[config.mk]
export PLATFORM = sky130hd
export DESIGN_NAME = scurve_top
export DESIGN_NICKNAME = d
export VERILOG_FILES = /design/src/hw/scurve_pkg.sv /design/src/hw/scurve_channel.sv /design/src/hw/scurve_input_sync.sv /design/src/hw/scurve_result_out.sv /design/src/hw/scurve_scan_ctrl.sv /design/src/hw/scurve_top.sv
export SDC_FILE = /design/constraint.sdc
export NUM_CORES = 1
export LEC_CHECK = 0
export BUFFER_PORTS_ARGS = -buffer_cell sky130_fd_sc_hd__buf_2
export CORE_ASPECT_RATIO = 1.75
export CORE_MARGIN = 5
export CORE_UTILIZATION = 60
export DETAILED_ROUTE_END_ITERATION = 10
export PLACE_DENSITY_LB_ADDON = 0.2
export SLEW_MARGIN = 10
export SYNTH_ARGS = -nofsm -noshare
export SYNTH_HDL_FRONTEND = slang
export SYNTH_HIERARCHICAL = 1
export SYNTH_SLANG_ARGS = --single-unit
[constraint.sdc]
create_clock -name Clk -period 18.97 [get_ports Clk]
set_clock_uncertainty 0.2 [all_clocks]
set_input_delay 0.9485 -clock Clk [delete_from_list [all_inputs] [get_ports Clk]]
set_output_delay 0.9485 -clock Clk [all_outputs]
set_load 0.02 [all_outputs]
[src/hw/scurve_pkg.sv]
package scurve_pkg;

  //////////////////////////////////////////////////////////////////////
  // Sizes and timing
  //////////////////////////////////////////////////////////////////////

  // Trigger channels per chip
  localparam int NUM_CH = 4;
  // Counter and DAC code widths
  localparam int CNT_W = 16;
  localparam int DAC_W = 10;
  // Channel index width
  localparam int CH_W = 2;
  // DAC settling wait, never below NUM_CH
  localparam int SETTLE_CYC = 8;
  // Width of the settle and drain counter
  localparam int SETTLE_W = $clog2(SETTLE_CYC + 1);

  //////////////////////////////////////////////////////////////////////
  // Shared types
  //////////////////////////////////////////////////////////////////////

  typedef logic [CNT_W-1:0] cnt_t;
  typedef logic [DAC_W-1:0] dac_t;

  // Scan range and window length
  typedef struct packed {
    dac_t start_code;
    dac_t stop_code;
    dac_t step;
    cnt_t cpt_max;
  } scan_cfg_t;

  // Inject and trigger events after synchronization
  typedef struct packed {
    logic              inj_level;
    logic              inj_rise;
    logic              inj_fall;
    logic [NUM_CH-1:0] trig_level;
    logic [NUM_CH-1:0] trig_fall;
  } sync_evt_t;

  // One record per channel and DAC step
  typedef struct packed {
    dac_t            dac_code;
    logic [CH_W-1:0] channel;
    cnt_t            pulse_cnt;
    cnt_t            trig_cnt;
  } result_t;

endpackage

[src/hw/scurve_channel.sv]
module scurve_channel import scurve_pkg::*; #(
  parameter int CH_SEL = 0
) (
  input  logic      Clk,
  input  logic      reset_n,
  input  sync_evt_t evt,
  input  cnt_t      cpt_max,
  input  logic      clear,
  input  logic      run,
  output logic      done,
  output cnt_t      pulse_cnt,
  output cnt_t      trig_cnt
);

  // Window open for counting
  logic enable;
  // Trigger already taken in this inject pulse
  logic armed_off;
  // Inject pulse whose rise was counted
  logic pulse_open;
  // Trigger accepted this cycle
  logic trig_hit;

  //////////////////////////////////////////////////////////////////////
  // Gating
  //////////////////////////////////////////////////////////////////////

  assign enable = run & ~done;

  // A pulse already high when the window opens carries no trigger
  assign pulse_open = evt.inj_rise | (pulse_cnt != '0);

  // Trigger counts only inside inject high, once per pulse
  assign trig_hit = enable & evt.inj_level & evt.trig_fall[CH_SEL]
                  & ~armed_off & pulse_open;

  //////////////////////////////////////////////////////////////////////
  // Counters
  //////////////////////////////////////////////////////////////////////

  // Inject rising edges
  always_ff @(posedge Clk or negedge reset_n) begin
    if (!reset_n) begin
      pulse_cnt <= '0;
    end else if (clear) begin
      pulse_cnt <= '0;
    end else if (enable && evt.inj_rise) begin
      pulse_cnt <= pulse_cnt + 1'b1;
    end
  end

  // Trigger falling edges
  always_ff @(posedge Clk or negedge reset_n) begin
    if (!reset_n) begin
      trig_cnt <= '0;
    end else if (clear) begin
      trig_cnt <= '0;
    end else if (trig_hit) begin
      trig_cnt <= trig_cnt + 1'b1;
    end
  end

  // One-per-pulse latch, released when inject goes low
  always_ff @(posedge Clk or negedge reset_n) begin
    if (!reset_n) begin
      armed_off <= 1'b0;
    end else if (clear || !evt.inj_level) begin
      armed_off <= 1'b0;
    end else if (trig_hit) begin
      armed_off <= 1'b1;
    end
  end

  // Window closes on the inject fall after the last counted pulse
  // so its trigger still lands
  always_ff @(posedge Clk or negedge reset_n) begin
    if (!reset_n) begin
      done <= 1'b0;
    end else if (clear) begin
      done <= 1'b0;
    end else if (enable && evt.inj_fall && pulse_cnt >= cpt_max) begin
      done <= 1'b1;
    end
  end

  // No more triggers than counted inject pulses
  a_trig_le_pulse: assert property (@(posedge Clk) disable iff (!reset_n)
    trig_cnt <= pulse_cnt);

  // Closed window freezes both counts until the next clear
  a_hold_when_done: assert property (@(posedge Clk) disable iff (!reset_n)
    done && !clear |=> $stable(pulse_cnt) && $stable(trig_cnt));

endmodule

[src/hw/scurve_input_sync.sv]
module scurve_input_sync import scurve_pkg::*; (
  input  logic              Clk,
  input  logic              reset_n,
  input  logic              inject,
  input  logic [NUM_CH-1:0] trigger,
  output sync_evt_t         evt
);

  // Inject path with two sync stages and one history stage
  logic inj_s1;
  logic inj_s2;
  logic inj_d;
  // Trigger paths with the same structure per channel
  logic [NUM_CH-1:0] trig_s1;
  logic [NUM_CH-1:0] trig_s2;
  logic [NUM_CH-1:0] trig_d;

  // Inject idles low
  always_ff @(posedge Clk or negedge reset_n) begin
    if (!reset_n) begin
      inj_s1 <= 1'b0;
      inj_s2 <= 1'b0;
      inj_d  <= 1'b0;
    end else begin
      inj_s1 <= inject;
      inj_s2 <= inj_s1;
      inj_d  <= inj_s2;
    end
  end

  // Discriminator outputs idle high
  always_ff @(posedge Clk or negedge reset_n) begin
    if (!reset_n) begin
      trig_s1 <= '1;
      trig_s2 <= '1;
      trig_d  <= '1;
    end else begin
      trig_s1 <= trigger;
      trig_s2 <= trig_s1;
      trig_d  <= trig_s2;
    end
  end

  // Levels and edges line up two cycles behind the pins
  always_comb begin
    evt.inj_level  = inj_s2;
    evt.inj_rise   = inj_s2 & ~inj_d;
    evt.inj_fall   = ~inj_s2 & inj_d;
    evt.trig_level = trig_s2;
    // Falling edge only as a hit pulls the line low
    evt.trig_fall  = ~trig_s2 & trig_d;
  end

  // Inject edges never meet and come at least two cycles apart
  a_inj_edges_excl: assert property (@(posedge Clk) disable iff (!reset_n)
    (evt.inj_rise || evt.inj_fall) |=> !(evt.inj_rise || evt.inj_fall));

endmodule

[src/hw/scurve_result_out.sv]
module scurve_result_out import scurve_pkg::*; (
  input  logic              Clk,
  input  logic              reset_n,
  input  logic              capture,
  input  dac_t              dac_code,
  input  cnt_t [NUM_CH-1:0] pulse_cnt,
  input  cnt_t [NUM_CH-1:0] trig_cnt,
  output result_t           result,
  output logic              result_valid
);

  // Snapshot of one step
  dac_t              code_q;
  cnt_t [NUM_CH-1:0] pulse_q;
  cnt_t [NUM_CH-1:0] trig_q;
  // Emission control
  logic              emitting;
  logic [CH_W-1:0]   ch_idx;

  //////////////////////////////////////////////////////////////////////
  // Snapshot
  //////////////////////////////////////////////////////////////////////

  // Frees the channels for the next step right away
  always_ff @(posedge Clk) begin
    if (capture) begin
      code_q  <= dac_code;
      pulse_q <= pulse_cnt;
      trig_q  <= trig_cnt;
    end
  end

  //////////////////////////////////////////////////////////////////////
  // Channel walk
  //////////////////////////////////////////////////////////////////////

  always_ff @(posedge Clk or negedge reset_n) begin
    if (!reset_n) begin
      emitting <= 1'b0;
      ch_idx   <= '0;
    end else if (capture) begin
      emitting <= 1'b1;
      ch_idx   <= '0;
    end else if (emitting) begin
      ch_idx <= ch_idx + 1'b1;
      // Last channel out
      if (ch_idx == CH_W'(NUM_CH - 1)) begin
        emitting <= 1'b0;
      end
    end
  end

  // Record mux, one channel per cycle
  always_comb begin
    result.dac_code  = code_q;
    result.channel   = ch_idx;
    result.pulse_cnt = pulse_q[ch_idx];
    result.trig_cnt  = trig_q[ch_idx];
  end

  assign result_valid = emitting;

  // Each capture yields exactly NUM_CH records before the next one
  a_no_overlap: assert property (@(posedge Clk) disable iff (!reset_n)
    capture |-> !emitting ##1 emitting [*NUM_CH] ##1 !emitting);

endmodule

[src/hw/scurve_scan_ctrl.sv]
module scurve_scan_ctrl import scurve_pkg::*; (
  input  logic              Clk,
  input  logic              reset_n,
  input  scan_cfg_t         cfg,
  input  logic              start,
  input  logic [NUM_CH-1:0] ch_done,
  output dac_t              dac_code,
  output logic              clear,
  output logic              run,
  output logic              capture,
  output logic              busy,
  output logic              scan_done
);

  typedef enum logic [2:0] {
    IDLE,
    SETTLE,
    CLEAR,
    COUNT,
    CAPTURE,
    NEXT
  } state_t;

  state_t state;
  // Settle wait also drains the last records
  logic [SETTLE_W-1:0] wait_cnt;
  // One extra bit catches the wrap past the DAC range
  logic [DAC_W:0] next_code;
  logic last_step;

  //////////////////////////////////////////////////////////////////////
  // Code stepping
  //////////////////////////////////////////////////////////////////////

  assign next_code = {1'b0, dac_code} + {1'b0, cfg.step};
  assign last_step = next_code > {1'b0, cfg.stop_code};

  //////////////////////////////////////////////////////////////////////
  // FSM
  //////////////////////////////////////////////////////////////////////

  always_ff @(posedge Clk or negedge reset_n) begin
    if (!reset_n) begin
      state     <= IDLE;
      wait_cnt  <= '0;
      dac_code  <= '0;
      scan_done <= 1'b0;
    end else begin
      scan_done <= 1'b0;
      case (state)
        // Start only taken here and ignored while busy
        IDLE: begin
          if (start) begin
            dac_code <= cfg.start_code;
            wait_cnt <= '0;
            state    <= SETTLE;
          end
        end
        // DAC settling
        SETTLE: begin
          if (wait_cnt == SETTLE_W'(SETTLE_CYC - 1)) begin
            state <= CLEAR;
          end else begin
            wait_cnt <= wait_cnt + 1'b1;
          end
        end
        CLEAR: state <= COUNT;
        // Wait for every channel window to close
        COUNT: begin
          if (&ch_done) begin
            state <= CAPTURE;
          end
        end
        CAPTURE: begin
          wait_cnt <= '0;
          state    <= NEXT;
        end
        // Advance or hold until the last records are out
        NEXT: begin
          if (!last_step) begin
            dac_code <= next_code[DAC_W-1:0];
            wait_cnt <= '0;
            state    <= SETTLE;
          end else if (wait_cnt == SETTLE_W'(NUM_CH - 1)) begin
            scan_done <= 1'b1;
            state     <= IDLE;
          end else begin
            wait_cnt <= wait_cnt + 1'b1;
          end
        end
        default: state <= IDLE;
      endcase
    end
  end

  // Decoded strobes and levels
  assign clear   = (state == CLEAR);
  assign run     = (state == COUNT);
  assign capture = (state == CAPTURE);
  assign busy    = (state != IDLE);

  // Every window still closed when its counts are captured
  a_capture_after_done: assert property (@(posedge Clk) disable iff (!reset_n)
    capture |-> &ch_done);

endmodule

[src/hw/scurve_top.sv]
module scurve_top import scurve_pkg::*; (
  input  logic              Clk,
  input  logic              reset_n,
  // Asynchronous chip lines
  input  logic              inject,
  input  logic [NUM_CH-1:0] trigger,
  // Scan control
  input  scan_cfg_t         cfg,
  input  logic              start,
  output dac_t              dac_code,
  output logic              busy,
  output logic              scan_done,
  // Result stream
  output result_t           result,
  output logic              result_valid
);

  // Synchronized events
  sync_evt_t         evt;
  // Controller to channels
  logic              clear;
  logic              run;
  logic              capture;
  // Channels back
  logic [NUM_CH-1:0] ch_done;
  cnt_t [NUM_CH-1:0] pulse_cnt;
  cnt_t [NUM_CH-1:0] trig_cnt;

  //////////////////////////////////////////////////////////////////////
  // Input side
  //////////////////////////////////////////////////////////////////////

  scurve_input_sync sync0 (
    .Clk     (Clk),
    .reset_n (reset_n),
    .inject  (inject),
    .trigger (trigger),
    .evt     (evt)
  );

  // One counter pair per trigger line
  for (genvar i = 0; i < NUM_CH; i++) begin : g_ch
    scurve_channel #(
      .CH_SEL (i)
    ) ch0 (
      .Clk       (Clk),
      .reset_n   (reset_n),
      .evt       (evt),
      .cpt_max   (cfg.cpt_max),
      .clear     (clear),
      .run       (run),
      .done      (ch_done[i]),
      .pulse_cnt (pulse_cnt[i]),
      .trig_cnt  (trig_cnt[i])
    );
  end

  //////////////////////////////////////////////////////////////////////
  // Scan control and output
  //////////////////////////////////////////////////////////////////////

  scurve_scan_ctrl ctrl0 (
    .Clk       (Clk),
    .reset_n   (reset_n),
    .cfg       (cfg),
    .start     (start),
    .ch_done   (ch_done),
    .dac_code  (dac_code),
    .clear     (clear),
    .run       (run),
    .capture   (capture),
    .busy      (busy),
    .scan_done (scan_done)
  );

  // Latches on capture while the next step settles
  scurve_result_out out0 (
    .Clk          (Clk),
    .reset_n      (reset_n),
    .capture      (capture),
    .dac_code     (dac_code),
    .pulse_cnt    (pulse_cnt),
    .trig_cnt     (trig_cnt),
    .result       (result),
    .result_valid (result_valid)
  );

endmodule

## Word level (Yosys, flattened, before mapping)

Cells that the tools add are included.

- Flip-flop bits (word level): 310
- Output and inout bits: 57
- Word-level logic and storage cells: 208

- $add $sub $neg: 11
- Magnitude comparators: 6
- Eq/ne operators: 15
- Muxes and demuxes: 58
- Bitwise gates (word level): 38
- Reductions and logical operators: 43

Operators by type and width:

| operator | number |
|---|---|
| $mux W16 | 18 |
| $add A16 B1 Y16 const B | 8 |
| $bmux W16 S2 | 2 |
| $ge A16 B16 Y1 | 4 |
| $reduce_bool A16 Y1 | 4 |
| $reduce_bool A2 Y1 | 18 |
| $and A1 B1 Y1 | 22 |
| $mux W1 | 22 |
| $mux W10 | 2 |
| $pmux W10 S2 | 1 |
| $pmux W3 S6 | 1 |
| $mux W4 | 4 |
| $pmux W4 S4 | 1 |
| $mux W3 | 5 |
| $logic_and A1 B1 Y1 | 12 |
| $reduce_and A4 Y1 | 3 |
| $add A10 B10 Y11 | 1 |
| $gt A11 B10 Y1 | 1 |
| $not A1 Y1 | 10 |
| $eq A3 B2 Y1 const B | 2 |
| $eq A3 B3 Y1 const B | 2 |
| $ne A2 B2 Y1 const B | 3 |
| $ne A3 B3 Y1 const B | 2 |
| $add A4 B1 Y4 const B | 1 |
| 17 further kinds | 22 |

## Longest topological paths before layout

Gate-level depths: netlist (run 1).

- Word-level depth: 8
- Depth in mapped cells: 15

## Cells and area by module

Netlist (run 1), hierarchy kept.

Modules (own cells, without submodules):

| module | instances | cells each | area an instance (sq um) | sequential area each (sq um) |
|---|---|---|---|---|
| scurve_channel | 4 | 231 | 2172.1 | 850.8 |
| scurve_result_out | 1 | 188 | 5091.1 | 4219.0 |
| scurve_scan_ctrl | 1 | 191 | 1691.6 | 450.4 |
| scurve_input_sync | 1 | 22 | 437.9 | 390.4 |

## Worst setup path after synthesis (run 1)

Ideal clock, no wire load.

- Path kind: reg2reg
- Start: register ctrl0.state[2]
- End: register out0.code_q[0] (enable)
- Library setup time: 0.814 ns
- Arrival: 10.327 ns
- Path slack: 7.629 ns
- Stages on the path, launching flop included: 5
- Period minus slack after synthesis: 11.341 ns
- Cell sequence: dfrtp_1 clkbuf_1 inv_1 clkbuf_1 nor3_1

- Longest elaborated chain between the ends: 1

RTL lines:

| what | line | source |
|---|---|---|
| start: declaration | scurve_scan_ctrl.sv:24 | `state_t state;` |
| start signal: assignment | scurve_scan_ctrl.sv:44 | `state <= IDLE;` |
| start signal: assignment | scurve_scan_ctrl.sv:56 | `state <= SETTLE;` |
| start signal: assignment | scurve_scan_ctrl.sv:62 | `state <= CLEAR;` |
| $eq A3 B3 Y1 | scurve_scan_ctrl.sv:99 | `assign capture = (state == CAPTURE);` |
| named net capture | scurve_top.sv:23 | `logic capture;` |
| end signal: assignment | scurve_result_out.sv:27 | `code_q <= dac_code;` |
| end: declaration | scurve_result_out.sv:13 | `dac_t code_q;` |

The timed path passes the listed nets, and every way through them passes these cells.
A chain may end at the register's enable or synchronous reset.

## Final worst setup path (run 1)

- Start: input cfg[16] (netlist name)
- End: register ctrl0.dac_code[8]

- Longest elaborated chain between the ends: 4
- Elaborated cells on any way between the ends: 6
- Those cells by class: add/sub (1); order compare (1); eq/ne (1); mux (2); reduce/logical (1)

RTL lines:

| what | line | source |
|---|---|---|
| start: declaration | scurve_top.sv:8 | `input scan_cfg_t cfg,` |
| $add A10 B10 Y11 (*) | scurve_scan_ctrl.sv:35 | `assign next_code = {1'b0, dac_code} + {1'b0, cfg.step};` |
| $gt A11 B10 Y1 | scurve_scan_ctrl.sv:36 | `assign last_step = next_code > {1'b0, cfg.stop_code};` |
| $ne A2 B2 Y1 (no line) | -- |  |
| $reduce_and A3 Y1 (no line) | -- |  |
| end signal: assignment | scurve_scan_ctrl.sv:54 | `dac_code <= cfg.start_code;` |
| end signal: assignment | scurve_scan_ctrl.sv:81 | `dac_code <= next_code[DAC_W-1:0];` |
| end: declaration | scurve_scan_ctrl.sv:7 | `output dac_t dac_code,` |

Every way passes the cells marked *; elsewhere a longest branch is shown, timed or not. The select of a mux whose other input is x is not followed.

==> reports/metrics.cfg, run 1 <==
[floorplanning]
floorplan.die.height_um=225.4
start_util_pct=60.28
die_w_um=133.1
num_rows=79
die_area_um2=30000
coreArea_um2=26390
io_pins=111

[critical_path]
cp.required_ns=19.21
cp-end-kind=register
cpMostUsedCell=ha_1
worstPathArrival_ns=5.01
r2r_end=ctrl0/dac_code[8]$_DFFE_PN0P_
r2r_cells=14
cpPeakStageDelay_ns=0.51
regToRegStartpoint=ctrl0/dac_code[0]$_DFFE_PN0P_
critical_path_class=primary input to register
crit_fanout=13
crit_slowest_cell=a221o_1
worstPathCellList=buf_2, ha_1, fa_1, a211oi_2, o21ai_0, a211o_1, and3_1, nor2_1, ha_1, a211oi_1, o211ai_1, a311o_1, a221o_1, o22ai_4, mux2_2
reg2reg_slack_ns=14.29
cp_top_family=compound AO/OA/AOI/OAI gates
crit_buf_inv=1
critPathLaunchType=primary input

[yosys]
synth_nets=1478
synth_ff_type=dfrtp_1
async_reset_ff_share_pct=55.48
seq_area_frac_synth_pct=53.20
synth.avg_cell_area_um2=12.01
synth-edff-count=138
ys_seq_elements=310
synth_area_um2=15910
yosys_warnings=6
synth_cell_types=66
syn_inst=1325

[cts]
postCtsSetupRepairBufs=0
htreeDepth=1
clk_pin_slew_ns=0.06
hold_buffers=0
cts_inserted_buffers=29
cts_tree=yes
cts-resized-gates=0
cts_sinks=310
cts-root-buf=clkbuf_16
cts_buffer_depth=3
worstSkewPairLatency_ns=0.57

[drt]
route.detailed.drc=0
first_pass_iters=7
routedWlPerCell_um=22.02
drt-total-wl_um=39240
ant_nets=0
via_count=10880
dr.first_iter.drc_count=729
vias_per_cell=6.105

[placed_design]
place_inst=1728
portBuffers=110
gp_congestion=0.9545
dp_hpwl_um=28450

[finish]
stdcell_count=1782
num-fill-cells=1984
num_antenna_cells=0
area_growth_pct=10.70
final_nets=1588
drive_above_1_share_pct=17.83
layout_common_cells=dfrtp_1 (159), nor2_1 (154), edfxtp_1 (138), buf_2 (109), ha_1 (98)
final_common_cell=dfrtp_1

[job]
maxCapViolations=0

[global_routing]
grt_max_degree=75
track_usage_pct=26.55
grt_pass1_wl_um=61710
grt_pass1_vias=10960
antenna_found_initial=0
overflow=0

[timing]
setup_viol=0
fin_crit_ns=4.762
slew_headroom_pct=25.52
finalHoldViolCount=0
worst_pin_slew_ns=1.117
rsz0062_at_grt=no
post-route-period-util_pct=25.10
fin_setup_tns_ns=0
fmax_ghz=0.2100
finalMaxSlewViolations=0

[hold_path]
min_path_type=primary input to asynchronous set/reset pin

[pwr]
power_density_nw_per_um2=115.7
leakagePower_nw=7.505
p_total_w=0.002038
vdd_ir_drop_max_uv=93.30

[status]
status=finished, final reports clean

## routing by layer
layer / global-route usage [%] / wire length [um]
met5: 0 / 0
met4: 12.09 / 1890
met3: 2.703 / 1530
met2: 49.31 / 21320
met1: 30.78 / 14490
## state kept, by name (all words and copies together), names as in the netlist, 2 cells and up
signal              count
ctrl0/state             3
sync0/trig_s1           4
g_ch.ch0/armed_off      4
out0/ch_idx             2
out0/trig_q            64
sync0/trig_s2           4
out0/pulse_q           64
sync0/trig_d            4
out0/code_q            10
ctrl0/dac_code         10
ctrl0/wait_cnt          4
g_ch.ch0/trig_cnt      64
g_ch.ch0/done           4
g_ch.ch0/pulse_cnt     64
## worst reg2reg max path, delay by kind of cell (launching register included)
kind / cells / cell delay [ns]
simple gates: 2 / 0.33
compound gates: 8 / 2.26
flops: 1 / 0.40
mux: 1 / 0.39
fa+ha+maj: 3 / 0.97
## layout make-up
| cell class | instances | area (um^2) | area share [%] |
|---|---|---|---|
| clock buffer | 42 | 883.3 | 5.016 |
| clock inverter | 12 | 122.6 | 0.6962 |
| inverter | 97 | 364.1 | 2.067 |
| multi-input combinational | 879 | 6755 | 38.36 |
| sequential | 310 | 8464 | 48.06 |
| tap | 324 | 405.4 | 2.302 |
| timing repair buffer | 118 | 616.8 | 3.502 |
## cells by family after synthesis
family | synth area share, %
xor gates and xnor gates | 6.056
AOI/OAI and AO/OA | 5.450
buffers and inverters | 4.404
adders and majority gates | 7.833
DFF | 53.20
and+or+nand+nor | 16.52
muxes | 6.536
## report_power, final
| group | leakage [nW] | internal, W | switching, W |
|---|---|---|---|
| sequential | 3.46 | 0.000769 | 0.0000747 |
| combinational | 3.55 | 0.000229 | 0.000358 |
| clock | 0.492 | 0.000353 | 0.000255 |
## per-stage QoR
| step | setup WS (ns) | instance area (um^2) | utilization [%] | hold WS (ns) |
|---|---|---|---|---|
| 2_1_floorplan | 7.629 | 15910 | - | 0.1312 |
| 3_3_place_gp | 13.71 | 16610 | 62.92 | 0.1330 |
| 3_5_place_dp | 13.66 | 16610 | 62.92 | 0.1465 |
| 4_1_cts | 14.23 | 17610 | 66.73 | 0.1182 |
| 5_1_grt | 14.01 | 17610 | 66.73 | 0.1345 |
| 6_report | 14.21 | 17610 | 66.73 | 0.1021 |
## cell usage after synthesis (11+ instances only)
master | n | area (um^2)
a21oi_1 | 55 | 275.3
and3_1 | 20 | 125.1
and4_1 | 18 | 157.7
buf_6 | 13 | 146.4
clkbuf_1 | 14 | 52.55
dfrtp_1 | 160 | 4004
dfstp_2 | 12 | 315.3
edfxtp_1 | 138 | 4144
ha_1 | 98 | 1226
inv_1 | 97 | 364.1
mux2_2 | 14 | 157.7
mux4_2 | 29 | 653.1
nand2_1 | 63 | 236.5
nand3_1 | 52 | 260.3
nand4_1 | 42 | 262.8
nor2_1 | 154 | 578.1
nor2b_1 | 11 | 68.82
nor3_1 | 16 | 80.08
nor4_1 | 13 | 81.33
nor4_2 | 16 | 200.2
o21ai_0 | 26 | 130.1
or3_1 | 14 | 87.58
xnor2_1 | 43 | 376.6
xor2_1 | 67 | 586.8
## how the worst max path moves through the flow
stage	endpoint	slack, ns	cells after the start	from
floorplan	out0/code_q[0]$_DFFE_PP_	7.63	4	ctrl0/state[2]$_DFFE_PN0P_
global placement	ctrl0/dac_code[0]$_DFFE_PN0P_	13.71	15	cfg[16]
detailed placement	ctrl0/dac_code[8]$_DFFE_PN0P_	13.66	15	cfg[16]
CTS	ctrl0/dac_code[7]$_DFFE_PN0P_	14.23	15	cfg[16]
global route	ctrl0/dac_code[5]$_DFFE_PN0P_	14.01	15	cfg[16]
finish	ctrl0/dac_code[8]$_DFFE_PN0P_	14.21	15	cfg[16]
Power figures use the tool's default switching activity.
==> run 2, diff against run 1 <==
--- a/config.mk
+++ b/config.mk
@@ -8,7 +8,7 @@
 export BUFFER_PORTS_ARGS = -buffer_cell sky130_fd_sc_hd__buf_2
 export CORE_ASPECT_RATIO = 1.75
 export CORE_MARGIN = 5
-export CORE_UTILIZATION = 60
+export CORE_UTILIZATION = 55
 export DETAILED_ROUTE_END_ITERATION = 10
 export PLACE_DENSITY_LB_ADDON = 0.2
 export SLEW_MARGIN = 10
==> constraint.sdc (replaced) <==
create_clock -name Clk -period 4.25 [get_ports Clk]
set_clock_uncertainty 0.2 [all_clocks]
set_input_delay 0.2125 -clock Clk [delete_from_list [all_inputs] [get_ports Clk]]
set_output_delay 0.2125 -clock Clk [all_outputs]
set_load 0.02 [all_outputs]
==> run 2 against run 1 <==
Register-to-register slack worse by 14 ns; via count is 0.13% higher; setup slack worse by 14 ns; flip-flop and latch count stayed put; sequential power grew to 4.4 times the previous value; clock power grew to 4.1 times the previous value; combinational power grew to 5.0 times the previous value; non-clock buffer count is 34 higher; final cell count is 5.1% higher; design area is 2.5% higher.
==> reports/metrics.cfg, run 2 (synthesis gave the netlist of run 1 again) <==
[floorplanning]
coreArea_um2=28630
die_area_um2=32560
die_w_um=138.6
start_util_pct=55.58
io_pins=111
num_rows=82
floorplan.die.height_um=235.0

[pwr]
vdd_ir_drop_max_uv=469.4
power_density_nw_per_um2=505.9
p_total_w=0.009128
leakagePower_nw=7.639

[critical_path]
r2r_cells=15
crit_fanout=5
worstPathArrival_ns=4.42
cp-end-kind=register
critPathLaunchType=register
critical_path_class=register to register
cp.required_ns=4.50

[cts]
cts-root-buf=clkbuf_16
cts_tree=yes
worstSkewPairLatency_ns=0.56
clk_pin_slew_ns=0.06
htreeDepth=1
cts_inserted_buffers=30
cts_sinks=310
cts_buffer_depth=3

[global_routing]
grt_pass1_wl_um=61230
overflow=0
grt_max_degree=89
antenna_found_initial=1
grt_pass1_vias=10870
track_usage_pct=23.87

[drt]
vias_per_cell=5.816
drt-total-wl_um=39200
via_count=10890
dr.max_layer_used=met4
first_pass_iters=5
routedWlPerCell_um=20.93
wl_met1_um=14400
dr.first_iter.drc_count=584
ant_nets=0
route.detailed.drc=0
wl_met2_um=21360
wl_met3_um=1686

[timing]
post-route-period-util_pct=98.18
setup_viol=0
holdWs_ns=0.07162
worst_pin_slew_ns=0.8471
rsz0062_at_grt=yes
fin_crit_ns=4.173
fmax_ghz=0.2397
finalHoldViolCount=0
slew_headroom_pct=43.53
finalMaxSlewViolations=0
worst_slack_ns=0.07741

[finish]
num-fill-cells=2240
drive_above_1_share_pct=18.67
stdcell_count=1873
area_growth_pct=13.42
regArea_um2=8464
final_nets=1623
fin_util_pct=63.03
layout_common_cells=dfrtp_1 (159), nor2_1 (153), edfxtp_1 (138), buf_2 (109)
multiInputGateArea_um2=6852
final_common_cell=dfrtp_1

[placed_design]
portBuffers=110
gp_congestion=0.9558
dp_hpwl_um=28700
dp_slack_ns=-0.1271
place_inst=1792

[job]
maxCapViolations=0

[status]
status=finished, final reports clean

[hold_path]
min_path_type=primary input to asynchronous set/reset pin

run 2: cell types whose count changed in the layout (fill, tap and decap cells not counted), moves of 2 or more:
cell           change
mux2_4             +6
inv_6              -2
buf_12             +4
ha_1               -2
a21oi_1            -2
buf_4             +10
bufinv_16          -2
clkbuf_1           +4
clkinv_1           +5
a21oi_2            +2
dlygate4sd3_1     +19
mux2_2             -6
run 2: repair_timing:
item                       4_1_cts  5_1_grt
hold buffers                    19        0
buffers inserted                 0        4
setup endpoints to repair       10       16
cloned                           0        1
gates resized for setup          3       16
hold endpoints to repair        96        0
pin swaps                        0        1
run 2: final timing paths:
| path | endpoint | startpoint | slack, ns |
|---|---|---|---|
| setup / recovery | ctrl0/dac_code[1]$_DFFE_PN0P_ | ctrl0/dac_code[0]$_DFFE_PN0P_ | 0.08 |
| hold / removal | g_ch[3].ch0/pulse_cnt[10]$_DFFE_PN0P_ | reset_n | 0.07 |
| setup reg to reg | ctrl0/dac_code[1]$_DFFE_PN0P_ | ctrl0/dac_code[0]$_DFFE_PN0P_ | 0.08 |
| hold reg to reg | sync0/trig_s2[2]$_DFF_PN1_ | sync0/trig_s1[2]$_DFF_PN1_ | 0.16 |
| max in group asynchronous | sync0/trig_d[0]$_DFF_PN1_ | reset_n | 2.74 |
| min in group Clk | ctrl0/dac_code[1]$_DFFE_PN0P_ | cfg[17] | 0.09 |
run 2: metal layers:
layer | vias up | global-route usage [%]
li1 | 5105 | -
met4 | 0 | 10.34
met5 | - | 0
met3 | 87 | 3.154
met1 | 5421 | 27.36
met2 | 281 | 44.24
run 2: critical path: stages (launching register included):
cell and delay, ns:
dfrtp_1 0.39, ha_2 0.19, fa_2 0.37, a211oi_2 0.23
o21ai_1 0.12, a211o_1 0.31, and3_4 0.20, nor2_4 0.12
ha_4 0.21, a211oi_2 0.18, o211ai_1 0.11, a311o_1 0.32
a221o_1 0.37, o22ai_4 0.20, clkbuf_16 0.21, mux2_2 0.32
run 2: through the flow:
step / setup TNS [ns] / area (um^2)
2_1_floorplan: -48.57 / 15940
3_3_place_gp: -0.1902 / 16800
3_5_place_dp: -0.5341 / 16800
4_1_cts: 0 / 17910
5_1_grt: -0.6712 / 18040
6_report: 0 / 18040
run 2: cell type report:
class / instances / area share (%)
antenna: 1 / 0.01387
clock buffer: 42 / 4.584
tap: 378 / 2.621
timing repair buffer: 152 / 5.471
clock inverter: 14 / 0.4091
inverter: 97 / 2.018
sequential: 310 / 46.91
multi-input combinational: 879 / 37.97
run 2: power breakdown:
group	internal, W	leakage (nW)	switching (W)
Sequential	0.00343	3.46	0.000310
Clock	0.00135	0.431	0.00111
Combinational	0.00122	3.75	0.00170
Total	0.00601	7.64	0.00312
